==> src/hdl/racing_pkg.sv <==
`default_nettype none

package racing_pkg;

  typedef logic [7:0] byte_t;
  typedef logic [7:0] bus_addr_t;
  typedef logic [8:0] coord_t;
  typedef logic [5:0] ram_index_t;

  // beam timing, pixels across and lines down
  localparam coord_t H_DISPLAY    = 9'd256;
  localparam coord_t H_TOTAL      = 9'd309;
  localparam coord_t H_SYNC_START = 9'd279;
  localparam coord_t H_SYNC_END   = 9'd301;
  localparam coord_t V_DISPLAY    = 9'd240;
  localparam coord_t V_TOTAL      = 9'd262;
  localparam coord_t V_SYNC_START = 9'd245;
  localparam coord_t V_SYNC_END   = 9'd247;

  // work RAM occupies everything below the input registers
  localparam int        RAM_DEPTH = 64;
  localparam bus_addr_t RAM_TOP   = 8'h40;

  localparam ram_index_t SLOT_PLAYER_X  = 6'd2;
  localparam ram_index_t SLOT_PLAYER_Y  = 6'd3;
  localparam ram_index_t SLOT_ENEMY_X   = 6'd4;
  localparam ram_index_t SLOT_ENEMY_Y   = 6'd5;
  localparam ram_index_t SLOT_TRACK_POS = 6'd8;

  localparam bus_addr_t IN_HPOS  = 8'h40;
  localparam bus_addr_t IN_VPOS  = 8'h41;
  localparam bus_addr_t IN_FLAGS = 8'h42;

  localparam int FLAG_DISPLAY = 0;
  localparam int FLAG_HPADDLE = 1;
  localparam int FLAG_VPADDLE = 2;
  localparam int FLAG_HSYNC   = 3;
  localparam int FLAG_VSYNC   = 4;
  localparam int FLAG_COLLIDE = 5;

  // row fetch columns, staggered so the two renderers never load together
  localparam coord_t LOAD_PLAYER = 9'd256;
  localparam coord_t LOAD_ENEMY  = 9'd260;

  typedef struct packed {
    coord_t hpos;
    coord_t vpos;
    logic   display_on;
  } beam_t;

  typedef struct packed {
    byte_t player_x;
    byte_t player_y;
    byte_t enemy_x;
    byte_t enemy_y;
    byte_t track_pos;
  } scene_t;

  typedef struct packed {
    logic       hsync;
    logic       vsync;
    logic [3:0] rgb;
  } video_t;

  typedef enum logic [2:0] {
    WAIT_VSTART,
    WAIT_LOAD,
    FETCH,
    WAIT_HSTART,
    DRAW
  } sprite_state_t;

endpackage

`default_nettype wire

==> src/hdl/video_timing.sv <==
`timescale 1ns/1ps
`default_nettype none

module video_timing (
  input  wire                clk,
  input  wire                arst_n,
  output racing_pkg::beam_t  beam,
  output logic               hsync,
  output logic               vsync
);

  racing_pkg::coord_t hpos;
  racing_pkg::coord_t vpos;
  logic               line_end;
  logic               frame_end;

  assign line_end  = (hpos == racing_pkg::H_TOTAL - 9'd1);
  assign frame_end = (vpos == racing_pkg::V_TOTAL - 9'd1);

  always_ff @(posedge clk or negedge arst_n) begin
    if (!arst_n) begin
      hpos <= '0;
      vpos <= '0;
    end else if (line_end) begin
      hpos <= '0;
      if (frame_end) begin
        vpos <= '0;
      end else begin
        vpos <= vpos + 9'd1;
      end
    end else begin
      hpos <= hpos + 9'd1;
    end
  end

  // syncs come out one clock behind the beam
  always_ff @(posedge clk or negedge arst_n) begin
    if (!arst_n) begin
      hsync <= 1'b0;
      vsync <= 1'b0;
    end else begin
      hsync <= (hpos >= racing_pkg::H_SYNC_START) && (hpos <= racing_pkg::H_SYNC_END);
      vsync <= (vpos >= racing_pkg::V_SYNC_START) && (vpos <= racing_pkg::V_SYNC_END);
    end
  end

  assign beam.hpos = hpos;
  assign beam.vpos = vpos;
  assign beam.display_on = (hpos < racing_pkg::H_DISPLAY) && (vpos < racing_pkg::V_DISPLAY);

endmodule

`default_nettype wire

==> src/hdl/game_memory.sv <==
`timescale 1ns/1ps
`default_nettype none

module game_memory (
  input  wire                    clk,
  input  wire                    arst_n,
  input  racing_pkg::bus_addr_t  address,
  input  racing_pkg::byte_t      wdata,
  input  wire                    write,
  output racing_pkg::byte_t      rdata,
  input  racing_pkg::beam_t      beam,
  input  wire                    hsync,
  input  wire                    vsync,
  input  wire                    hpaddle,
  input  wire                    vpaddle,
  input  wire                    collision,
  output racing_pkg::scene_t     scene
);

  racing_pkg::byte_t      ram [racing_pkg::RAM_DEPTH];
  racing_pkg::ram_index_t index;
  racing_pkg::byte_t      flags;
  logic                   in_ram;

  assign index  = address[5:0];
  assign in_ram = (address < racing_pkg::RAM_TOP);

  // cleared so both cars start parked at the origin
  always_ff @(posedge clk or negedge arst_n) begin
    if (!arst_n) begin
      for (int i = 0; i < racing_pkg::RAM_DEPTH; i++) begin
        ram[i] <= '0;
      end
    end else if (write && in_ram) begin
      ram[index] <= wdata;
    end
  end

  always_comb begin
    flags = '0;
    flags[racing_pkg::FLAG_DISPLAY] = beam.display_on;
    flags[racing_pkg::FLAG_HPADDLE] = hpaddle;
    flags[racing_pkg::FLAG_VPADDLE] = vpaddle;
    flags[racing_pkg::FLAG_HSYNC]   = hsync;
    flags[racing_pkg::FLAG_VSYNC]   = vsync;
    flags[racing_pkg::FLAG_COLLIDE] = collision;
  end

  // anything unmapped reads as zero
  always_comb begin
    rdata = '0;
    if (in_ram) begin
      rdata = ram[index];
    end else begin
      case (address)
        racing_pkg::IN_HPOS:  rdata = beam.hpos[7:0];
        racing_pkg::IN_VPOS:  rdata = beam.vpos[7:0];
        racing_pkg::IN_FLAGS: rdata = flags;
        default:              rdata = '0;
      endcase
    end
  end

  assign scene.player_x  = ram[racing_pkg::SLOT_PLAYER_X];
  assign scene.player_y  = ram[racing_pkg::SLOT_PLAYER_Y];
  assign scene.enemy_x   = ram[racing_pkg::SLOT_ENEMY_X];
  assign scene.enemy_y   = ram[racing_pkg::SLOT_ENEMY_Y];
  assign scene.track_pos = ram[racing_pkg::SLOT_TRACK_POS];

endmodule

`default_nettype wire

==> src/hdl/sprite_renderer.sv <==
`timescale 1ns/1ps
`default_nettype none

module sprite_renderer #(
  parameter racing_pkg::coord_t load_hpos = racing_pkg::LOAD_PLAYER
) (
  input  wire                clk,
  input  wire                arst_n,
  input  racing_pkg::beam_t  beam,
  input  racing_pkg::byte_t  x,
  input  racing_pkg::byte_t  y,
  output logic               gfx
);

  racing_pkg::sprite_state_t state;
  logic [3:0]                ycount;
  logic [3:0]                xcount;
  logic [7:0]                outbits;
  logic [7:0]                row_bits;
  logic                      vstart;
  logic                      hstart;

  assign vstart = (beam.vpos == {1'b0, y});
  assign hstart = (beam.hpos == {1'b0, x});

  // car shape, eight bits across, each bit two pixels wide
  always_comb begin
    case (ycount)
      4'd0:    row_bits = 8'b00011000;
      4'd1:    row_bits = 8'b00111100;
      4'd2:    row_bits = 8'b11111111;
      4'd3:    row_bits = 8'b11111111;
      4'd4:    row_bits = 8'b00111100;
      4'd5:    row_bits = 8'b00100100;
      4'd6:    row_bits = 8'b00111100;
      4'd7:    row_bits = 8'b01111110;
      4'd8:    row_bits = 8'b01111110;
      4'd9:    row_bits = 8'b00111100;
      4'd10:   row_bits = 8'b00100100;
      4'd11:   row_bits = 8'b00111100;
      4'd12:   row_bits = 8'b11111111;
      4'd13:   row_bits = 8'b11111111;
      4'd14:   row_bits = 8'b01111110;
      default: row_bits = 8'b00111100;
    endcase
  end

  always_ff @(posedge clk or negedge arst_n) begin
    if (!arst_n) begin
      state  <= racing_pkg::WAIT_VSTART;
      ycount <= '0;
      xcount <= '0;
    end else begin
      case (state)
        racing_pkg::WAIT_VSTART: begin
          ycount <= '0;
          if (vstart) begin
            state <= racing_pkg::WAIT_LOAD;
          end
        end
        racing_pkg::WAIT_LOAD: begin
          if (beam.hpos == load_hpos) begin
            state <= racing_pkg::FETCH;
          end
        end
        racing_pkg::FETCH: begin
          state <= racing_pkg::WAIT_HSTART;
        end
        racing_pkg::WAIT_HSTART: begin
          xcount <= '0;
          if (hstart) begin
            state <= racing_pkg::DRAW;
          end
        end
        racing_pkg::DRAW: begin
          xcount <= xcount + 4'd1;
          if (xcount == 4'd15) begin
            ycount <= ycount + 4'd1;
            state  <= (ycount == 4'd15) ? racing_pkg::WAIT_VSTART : racing_pkg::WAIT_LOAD;
          end
        end
        default: state <= racing_pkg::WAIT_VSTART;
      endcase
    end
  end

  // row latch, loaded once per line
  always_ff @(posedge clk) begin
    if (state == racing_pkg::FETCH) begin
      outbits <= row_bits;
    end
  end

  assign gfx = (state == racing_pkg::DRAW) && outbits[3'd7 - xcount[3:1]];

endmodule

`default_nettype wire

==> src/hdl/playfield.sv <==
`timescale 1ns/1ps
`default_nettype none

module playfield (
  input  wire                clk,
  input  wire                arst_n,
  input  racing_pkg::beam_t  beam,
  input  racing_pkg::byte_t  track_pos,
  input  wire                player_gfx,
  input  wire                enemy_gfx,
  output logic               collision,
  output logic [3:0]         rgb
);

  logic track_offside;
  logic track_shoulder;
  logic track_gfx;
  logic player_on;
  logic r;
  logic g;
  logic b;

  assign track_offside  = (beam.hpos[7:5] == 3'd0) || (beam.hpos[7:5] == 3'd7);
  assign track_shoulder = (beam.hpos[7:3] == 5'd3) || (beam.hpos[7:3] == 5'd28);
  // gap line scrolls with the low track position bits
  assign track_gfx = (beam.vpos[5:1] != track_pos[5:1]) && track_offside;

  assign player_on = beam.display_on && player_gfx;

  // level holds for the rest of the frame once any overlap is seen
  always_ff @(posedge clk or negedge arst_n) begin
    if (!arst_n) begin
      collision <= 1'b0;
    end else if (player_on && (enemy_gfx || track_gfx)) begin
      collision <= 1'b1;
    end else if (beam.vpos == '0) begin
      collision <= 1'b0;
    end
  end

  assign r = beam.display_on && (player_gfx || enemy_gfx || track_shoulder);
  assign g = beam.display_on && (player_gfx || track_gfx);
  assign b = beam.display_on && (enemy_gfx || track_shoulder);

  assign rgb = {1'b0, b, g, r};

endmodule

`default_nettype wire

==> src/hdl/racing_game_top.sv <==
`timescale 1ns/1ps
`default_nettype none

module racing_game_top (
  input  wire                    clk,
  input  wire                    arst_n,
  input  wire                    hpaddle,
  input  wire                    vpaddle,
  input  racing_pkg::bus_addr_t  address,
  input  racing_pkg::byte_t      wdata,
  input  wire                    write,
  output racing_pkg::byte_t      rdata,
  output racing_pkg::video_t     video
);

  racing_pkg::beam_t  beam;
  racing_pkg::scene_t scene;
  logic               hsync;
  logic               vsync;
  logic               player_gfx;
  logic               enemy_gfx;
  logic               collision;
  logic [3:0]         rgb;

  video_timing u_video_timing (
    .clk(clk), .arst_n(arst_n), .beam(beam), .hsync(hsync), .vsync(vsync)
  );

  game_memory u_game_memory (
    .clk(clk), .arst_n(arst_n), .address(address), .wdata(wdata), .write(write),
    .rdata(rdata), .beam(beam), .hsync(hsync), .vsync(vsync), .hpaddle(hpaddle),
    .vpaddle(vpaddle), .collision(collision), .scene(scene)
  );

  sprite_renderer #(.load_hpos(racing_pkg::LOAD_PLAYER)) u_player (
    .clk(clk), .arst_n(arst_n), .beam(beam),
    .x(scene.player_x), .y(scene.player_y), .gfx(player_gfx)
  );

  sprite_renderer #(.load_hpos(racing_pkg::LOAD_ENEMY)) u_enemy (
    .clk(clk), .arst_n(arst_n), .beam(beam),
    .x(scene.enemy_x), .y(scene.enemy_y), .gfx(enemy_gfx)
  );

  playfield u_playfield (
    .clk(clk), .arst_n(arst_n), .beam(beam), .track_pos(scene.track_pos),
    .player_gfx(player_gfx), .enemy_gfx(enemy_gfx), .collision(collision), .rgb(rgb)
  );

  assign video.hsync = hsync;
  assign video.vsync = vsync;
  assign video.rgb   = rgb;

endmodule

`default_nettype wire

==> config.mk <==
export PLATFORM = sky130hd
export DESIGN_NAME = racing_game_top
export DESIGN_NICKNAME = d
export VERILOG_FILES = /design/src/hdl/racing_pkg.sv /design/src/hdl/video_timing.sv /design/src/hdl/game_memory.sv /design/src/hdl/sprite_renderer.sv /design/src/hdl/playfield.sv /design/src/hdl/racing_game_top.sv
export SDC_FILE = /design/constraint.sdc
export NUM_CORES = 1
export LEC_CHECK = 0
export BUFFER_PORTS_ARGS = -buffer_cell sky130_fd_sc_hd__buf_2
export CORE_MARGIN = 2
export CORE_UTILIZATION = 40
export CTS_CLUSTER_DIAMETER = 60
export DETAILED_ROUTE_END_ITERATION = 16
export PLACE_DENSITY_LB_ADDON = 0.05
export SLEW_MARGIN = 25
export SYNTH_ARGS = -nofsm -noshare
export SYNTH_HDL_FRONTEND = slang
export SYNTH_SLANG_ARGS = --single-unit
==> constraint.sdc <==
create_clock -name clk -period 2.15 [get_ports clk]
set_input_delay 0.215 -clock clk [delete_from_list [all_inputs] [get_ports clk]]
set_output_delay 0.215 -clock clk [all_outputs]
set_load 0.05 [all_outputs]
# ---- Yosys cells after proc, flatten, opt, wreduce, memory -nomap -nowiden
# Memories as Yosys holds them, arrays and structs flattened. A register that Yosys moved wholly into a read port is not among the register bits.
# Cells that the tools add are included.
dict set report classes {
  n_lt_le_gt_ge 11
  n_shift 0
  div 0
  bitwise 1
  n_mux 34
  eq_ne 35
  mul 0
  addsub 8
  n_reduce_logical 33
}
# operator n
set op_table {}
lappend op_table {{$bwmux W512} 1}
lappend op_table {{$bmux W8 S6} 1}
lappend op_table {{$demux W8 S6} 1}
lappend op_table {{$eq A9 B8 Y1} 4}
lappend op_table {{$eq A9 B9 Y1 const B} 4}
lappend op_table {{$mux W8} 4}
lappend op_table {{$pmux W4 S2} 4}
lappend op_table {{$pmux W3 S5} 2}
lappend op_table {{$eq A8 B7 Y1 const B} 3}
lappend op_table {{$mux W3} 8}
lappend op_table {{$pmux W8 S3} 1}
lappend op_table {{$add A9 B1 Y9 const B} 2}
lappend op_table {{$mux W9} 2}
lappend op_table {{$add A4 B1 Y4 const B} 4}
lappend op_table {{$eq A4 B4 Y1 const B} 4}
lappend op_table {{$ne A2 B1 Y1 const B} 8}
lappend op_table {{$logic_and A1 B1 Y1} 13}
lappend op_table {{$eq A3 B2 Y1 const B} 4}
lappend op_table {{$reduce_bool A2 Y1} 5}
lappend op_table {{$eq A3 B3 Y1 const B} 3}
lappend op_table {{$ge A9 B8 Y1 const B} 1}
lappend op_table {{$ge A9 B9 Y1 const B} 1}
lappend op_table {{$le A9 B8 Y1 const B} 1}
lappend op_table {{$le A9 B9 Y1 const B} 1}
lappend op_table {{20 further kinds} 40}
dict set report word_totals {
  regBits 555
  memories 2
  in_bits 21
  mem_bits_rw 0
  latchBits 0
  elab_cells 199
  rom_bits 256
}
# name words width read_ports rd_clocked_by_memory_dff wr line
set mem_list {}
lappend mem_list {{(name not given)} 16 8 1 1 0 sprite_renderer.sv:28} ;# case (ycount)
lappend mem_list {{(name not given)} 16 8 1 1 0 sprite_renderer.sv:28}

# ---- Longest topological paths before layout
dict set report depth {
  depth_word 7
  ltp_mapped 10
}

# ---- By module
# Synthesis repeated with hierarchy kept, for this count alone.
dict set report unflattened {
  cells_unflattened 2060
  hier_area_um2 27894.3
}
# module cells_each instances area_each_um2 seq_area_each_um2
set modules_own_cells {}
lappend modules_own_cells {game_memory 1700 1 24324.6 12812.3}
lappend modules_own_cells {{sprite_renderer (u_enemy)} 114 1 1147.4 395.4}
lappend modules_own_cells {{sprite_renderer (u_player)} 113 1 1119.8 395.4}
lappend modules_own_cells {video_timing 100 1 1042.2 500.5}
lappend modules_own_cells {playfield 31 1 245.2 25.0}
lappend modules_own_cells {racing_game_top 2 1 15.0 0.0}

# ---- Worst setup path before layout
# Ideal clock, no wire load.
dict set report synth_timing {
  path_type {input-to-output}
  start {input port address[2]}
  end {output port rdata[3]}
  n_path_buf 3
  slack_ns -0.588
  arrival_ns 2.523
  stages 8
  cell_sequence {buf_2 -> buf_2 -> clkbuf_1 -> a221oi_1 -> o21ai_0 -> a22oi_1 -> and4_1 -> o21ai_0}
}
dict set report synth_between {
  elab_chain_len 5
}
# item line
set synth_rtl {}
lappend synth_rtl {{from (decl)} racing_game_top.sv:9} ;# input racing_pkg::bus_addr_t address,
lappend synth_rtl {{$not A6 Y7 (implied by the code)} game_memory.sv:53} ;# rdata = ram[index];
lappend synth_rtl {{$bmux W8 S6} game_memory.sv:53}
lappend synth_rtl {{$mux W8 (implied by the code) (2 in a row)} game_memory.sv:53}
lappend synth_rtl {{$mux W8 (*)} game_memory.sv:52} ;# if (in_ram) begin
lappend synth_rtl {{to (decl)} racing_game_top.sv:12} ;# output racing_pkg::byte_t rdata,
# Every way passes the cells marked *; elsewhere a longest branch is shown, timed or not. The select of a mux whose other input is x is not followed.

# ---- Worst setup path in the final report
dict set report layout_timing {
  start {register u_game_memory.ram[135] in the netlist's numbering}
  end {output port rdata[7]}
}
dict set report layout_between {
  elab_chain_len 4
}
# item line
set layout_rtl {}
lappend layout_rtl {{from (decl)} game_memory.sv:20} ;# racing_pkg::byte_t ram [racing_pkg::RAM_DEPTH];
lappend layout_rtl {{from (signal, indexed assignment)} game_memory.sv:35} ;# ram[index] <= wdata;
lappend layout_rtl {{$bmux W8 S6} game_memory.sv:53}
lappend layout_rtl {{$mux W8 (implied by the code) (2 in a row)} game_memory.sv:53}
lappend layout_rtl {{$mux W8} game_memory.sv:52}
# No other way between the ends. The select of a mux whose other input is x is not followed.

==> results.ini <==
[synthesis]
synth_common_cells = 555 x dfrtp_1, 449 x mux2_2, 120 x mux2i_1
synth_warnings = 0
synth-main-ff-cell = dfrtp_1
synthesis.area_sq_um = 27600
ys_seq_area_frac = 0.513
synth_nets = 2158
ys_seq_elements = 563
synth.area.top_cells = dfrtp_1 50%, mux2_2 18%, mux2i_1 4.4%
ys_types = 78
syn_avg_cell_area_sq_um = 13.0
synth.most_common_cell = dfrtp_1
synth_edf_count = 8
synth_top_cell_area_share = 0.504
syn_inst = 2119
yosysTopAreaCell = dfrtp_1
synthArstFlopShare = 0.986

[cts]
cts.sinks = 563
cts_tree = yes
cts_buffers = 69
cts_root_buf = clkbuf_16
path_clk_slew_ps = 60
cts.htree.levels = 3
clock_path_buffers = 3
insertion_delay_ps = 610

[pwr]
p_clk_frac = 0.454
internal_power_w = 0.0204
powerDensity_nw_per_um2 = 796
vdd.ir_drop.worst_mv = 0.522
comb_power_share = 0.116
p_sw_w = 0.00677
leakage_nw = 16.4
pwr-share-seq = 0.429
netSwitchingFraction = 0.250

[global_route]
antenna_found_initial = 1
grt_max_degree = 81
grt_pass1_vias = 19500
overflow = 0
grt_pass1_wl_microns = 127000
grt_use_total = 0.239

[status]
violations = negative setup slack
status = complete, but fails checks

[route]
routed_via_density = 5.66
routedWlPerCell_microns = 25.3
drt-initial-drc-count = 1269
final_antenna_net_count = 0
wl_microns = 83200
firstDrtPassIters = 5
vias = 18600
drc = 0

[placed_design]
dp_slack_ps = -1160
io_buffers = 33
placedCellCount = 3163
gp_congestion = 0.829
dp_hpwl_microns = 56300

[final_layout]
final_core_util = 0.499
multiInputGateArea_sq_um = 13100
seqCellArea_sq_um = 14100
antenna_cells_inserted = 0
fillCellCount = 5926
syn2layout_area_growth_pct = 23.7
instances_no_fill = 3291
drive_above_1_share = 0.481
nets = 2396

[worst_setup_path]
rrSetupSlack_ps = 110
crit_path_end = rdata[7]
critPathMaxFanout = 2
rr_startpoint = u_video_timing.hpos[5]$_DFF_PN0_
start_kind = flop
required_ps = 1930
arrival_ps = 2920
r2r_cells = 7
crit_family = compound AO/OA/AOI/OAI gates
rr_endpoint = u_enemy.state[2]$_DFFE_PN0P_
worstSetupPathType = reg -> out
worst-path-buf-inv = 2
path_cells = mux4_2 -> nand2_2 -> nand2_2 -> a221o_1 -> a2111oi_4 -> buf_4 -> o21ai_4 -> buf_6
worst-path-stages = 8
crit_path_end_kind = output pin
cpPeakStageDelay_ps = 520
cpMostUsedCell = nand2_2
crit_slowest_cell = a2111oi_4
setup.worst_path.start = u_game_memory.ram[135]$_DFFE_PN0P_

[floorplanning]
num_rows = 96
coreArea_sq_um = 68300
dieArea_sq_um = 71000
die_y_microns = 266
io_pins = 35
die_w_microns = 266
initial_utilization = 0.403

[sta]
fin_skew_ps = 14.6
max_freq_ghz = 0.319
fin_crit_sh = 1.46
hold_viol = 0
slew_headroom = 0.370
slew_violations = 0
period_needed_ps = 3140
setup_ws_ps = -988
rsz0062_at_grt = yes
fin_hold_ws_ps = 140
max_slew.worst_pin.slew_ps = 945
setup_violations = 11

[min_path]
holdCritPathClass = in -> async

[flow_run]
maxCapViolations = 0

-- cell usage in the layout, fill, tap and decap left out, types with 19 or more instances in the layout --
master and n:
buf_4 257, a221oi_2 23, a221oi_1 75, mux2_2 449, nand3_1 24, o21ai_0 50
inv_1 23, xnor2_1 19, clkbuf_8 20, xor2_1 29, mux2_4 64, nand2_2 36
buf_12 50, mux2i_1 116, dfrtp_1 546, nand2_1 76, o22a_1 43, clkbuf_16 73
nor2_1 40
-- how the worst min path moves through the flow --
| stage | start | end | cells after the start |
|---|---|---|---|
| after floorplan | arst_n | u_enemy.state[0]$_DFFE_PN0P_ | 0 |
| after global placement | arst_n | u_game_memory.ram[285]$_DFFE_PN0P_ | 1 |
| after detailed placement | arst_n | u_game_memory.ram[284]$_DFFE_PN0P_ | 1 |
| after CTS | arst_n | u_game_memory.ram[313]$_DFFE_PN0P_ | 2 |
| after global routing | arst_n | u_game_memory.ram[313]$_DFFE_PN0P_ | 2 |
| final | arst_n | u_game_memory.ram[284]$_DFFE_PN0P_ | 2 |
-- per-layer routing --
layer | share of wire | vias up | GRT usage
met1 | 0.45 | 9749 | 0.324
met2 | 0.48 | 385 | 0.392
met5 | 0 | - | 0
li1 | - | 8382 | -
met3 | 0.048 | 125 | 0.0413
met4 | 0.026 | 0 | 0.0715
-- sequential cells by signal, summed over array words and instances, names as in the netlist --
register,flops
u_game_memory.ram,472
u_game_memory.scene,40
u_video_timing.hpos,9
u_video_timing.vpos,9
u_enemy.outbits,4
u_enemy.xcount,4
u_enemy.ycount,4
u_player.outbits,4
u_player.xcount,4
u_player.ycount,4
u_enemy.state,3
u_player.state,3
u_playfield.collision,1
u_video_timing.hsync,1
u_video_timing.vsync,1
-- logic make-up after synthesis --
family | synth area share
and+or+nand+nor | 0.0597
xor gates and xnor gates | 0.0153
DFF | 0.513
other | 0.000136
AOI/OAI and AO/OA | 0.0938
buffers and inverters | 0.0330
adders and majority gates | 0.00817
muxes | 0.277
-- repair_timing --
item | in CTS | in global routing
buffers inserted | 8 | 5
pin swaps | 47 | 47
endpoints found under the hold margin | 293 | 0
hold buffers | 1 | 0
gates resized for setup | 112 | 60
setup endpoints to repair | 14 | 16
-- final cells by class --
| type | count | area share |
|---|---|---|
| clock buffers | 102 | 0.0627 |
| well taps | 882 | 0.0324 |
| clock inverters | 21 | 0.00885 |
| inverters | 25 | 0.00275 |
| multi-input cells | 1357 | 0.384 |
| repair buffers | 341 | 0.0940 |
| flip-flops and latches | 563 | 0.415 |
-- power groups by stage --
stage | Combinational [W] | Clock, W | Sequential (W)
2_1_floorplan | 0.00181 | 0 | 0.0116
3_3_place_gp | 0.00293 | 0 | 0.0118
3_5_place_dp | 0.00299 | 0 | 0.0118
4_1_cts | 0.00312 | 0.0127 | 0.0116
5_1_grt | 0.00343 | 0.0131 | 0.0117
6_report | 0.00316 | 0.0123 | 0.0116
-- metrics by stage --
| step | setup TNS [ps] | instance area (sq um) | power [W] |
|---|---|---|---|
| 2_1_floorplan | -202 | 27600 | 0.0135 |
| 3_3_place_gp | -25990 | 31000 | 0.0147 |
| 3_5_place_dp | -30410 | 31000 | 0.0148 |
| 4_1_cts | -5230 | 33800 | 0.0274 |
| 5_1_grt | -5550 | 34100 | 0.0282 |
| 6_report | -4520 | 34100 | 0.0271 |
No activity file was read; power rests on OpenSTA's default activity.
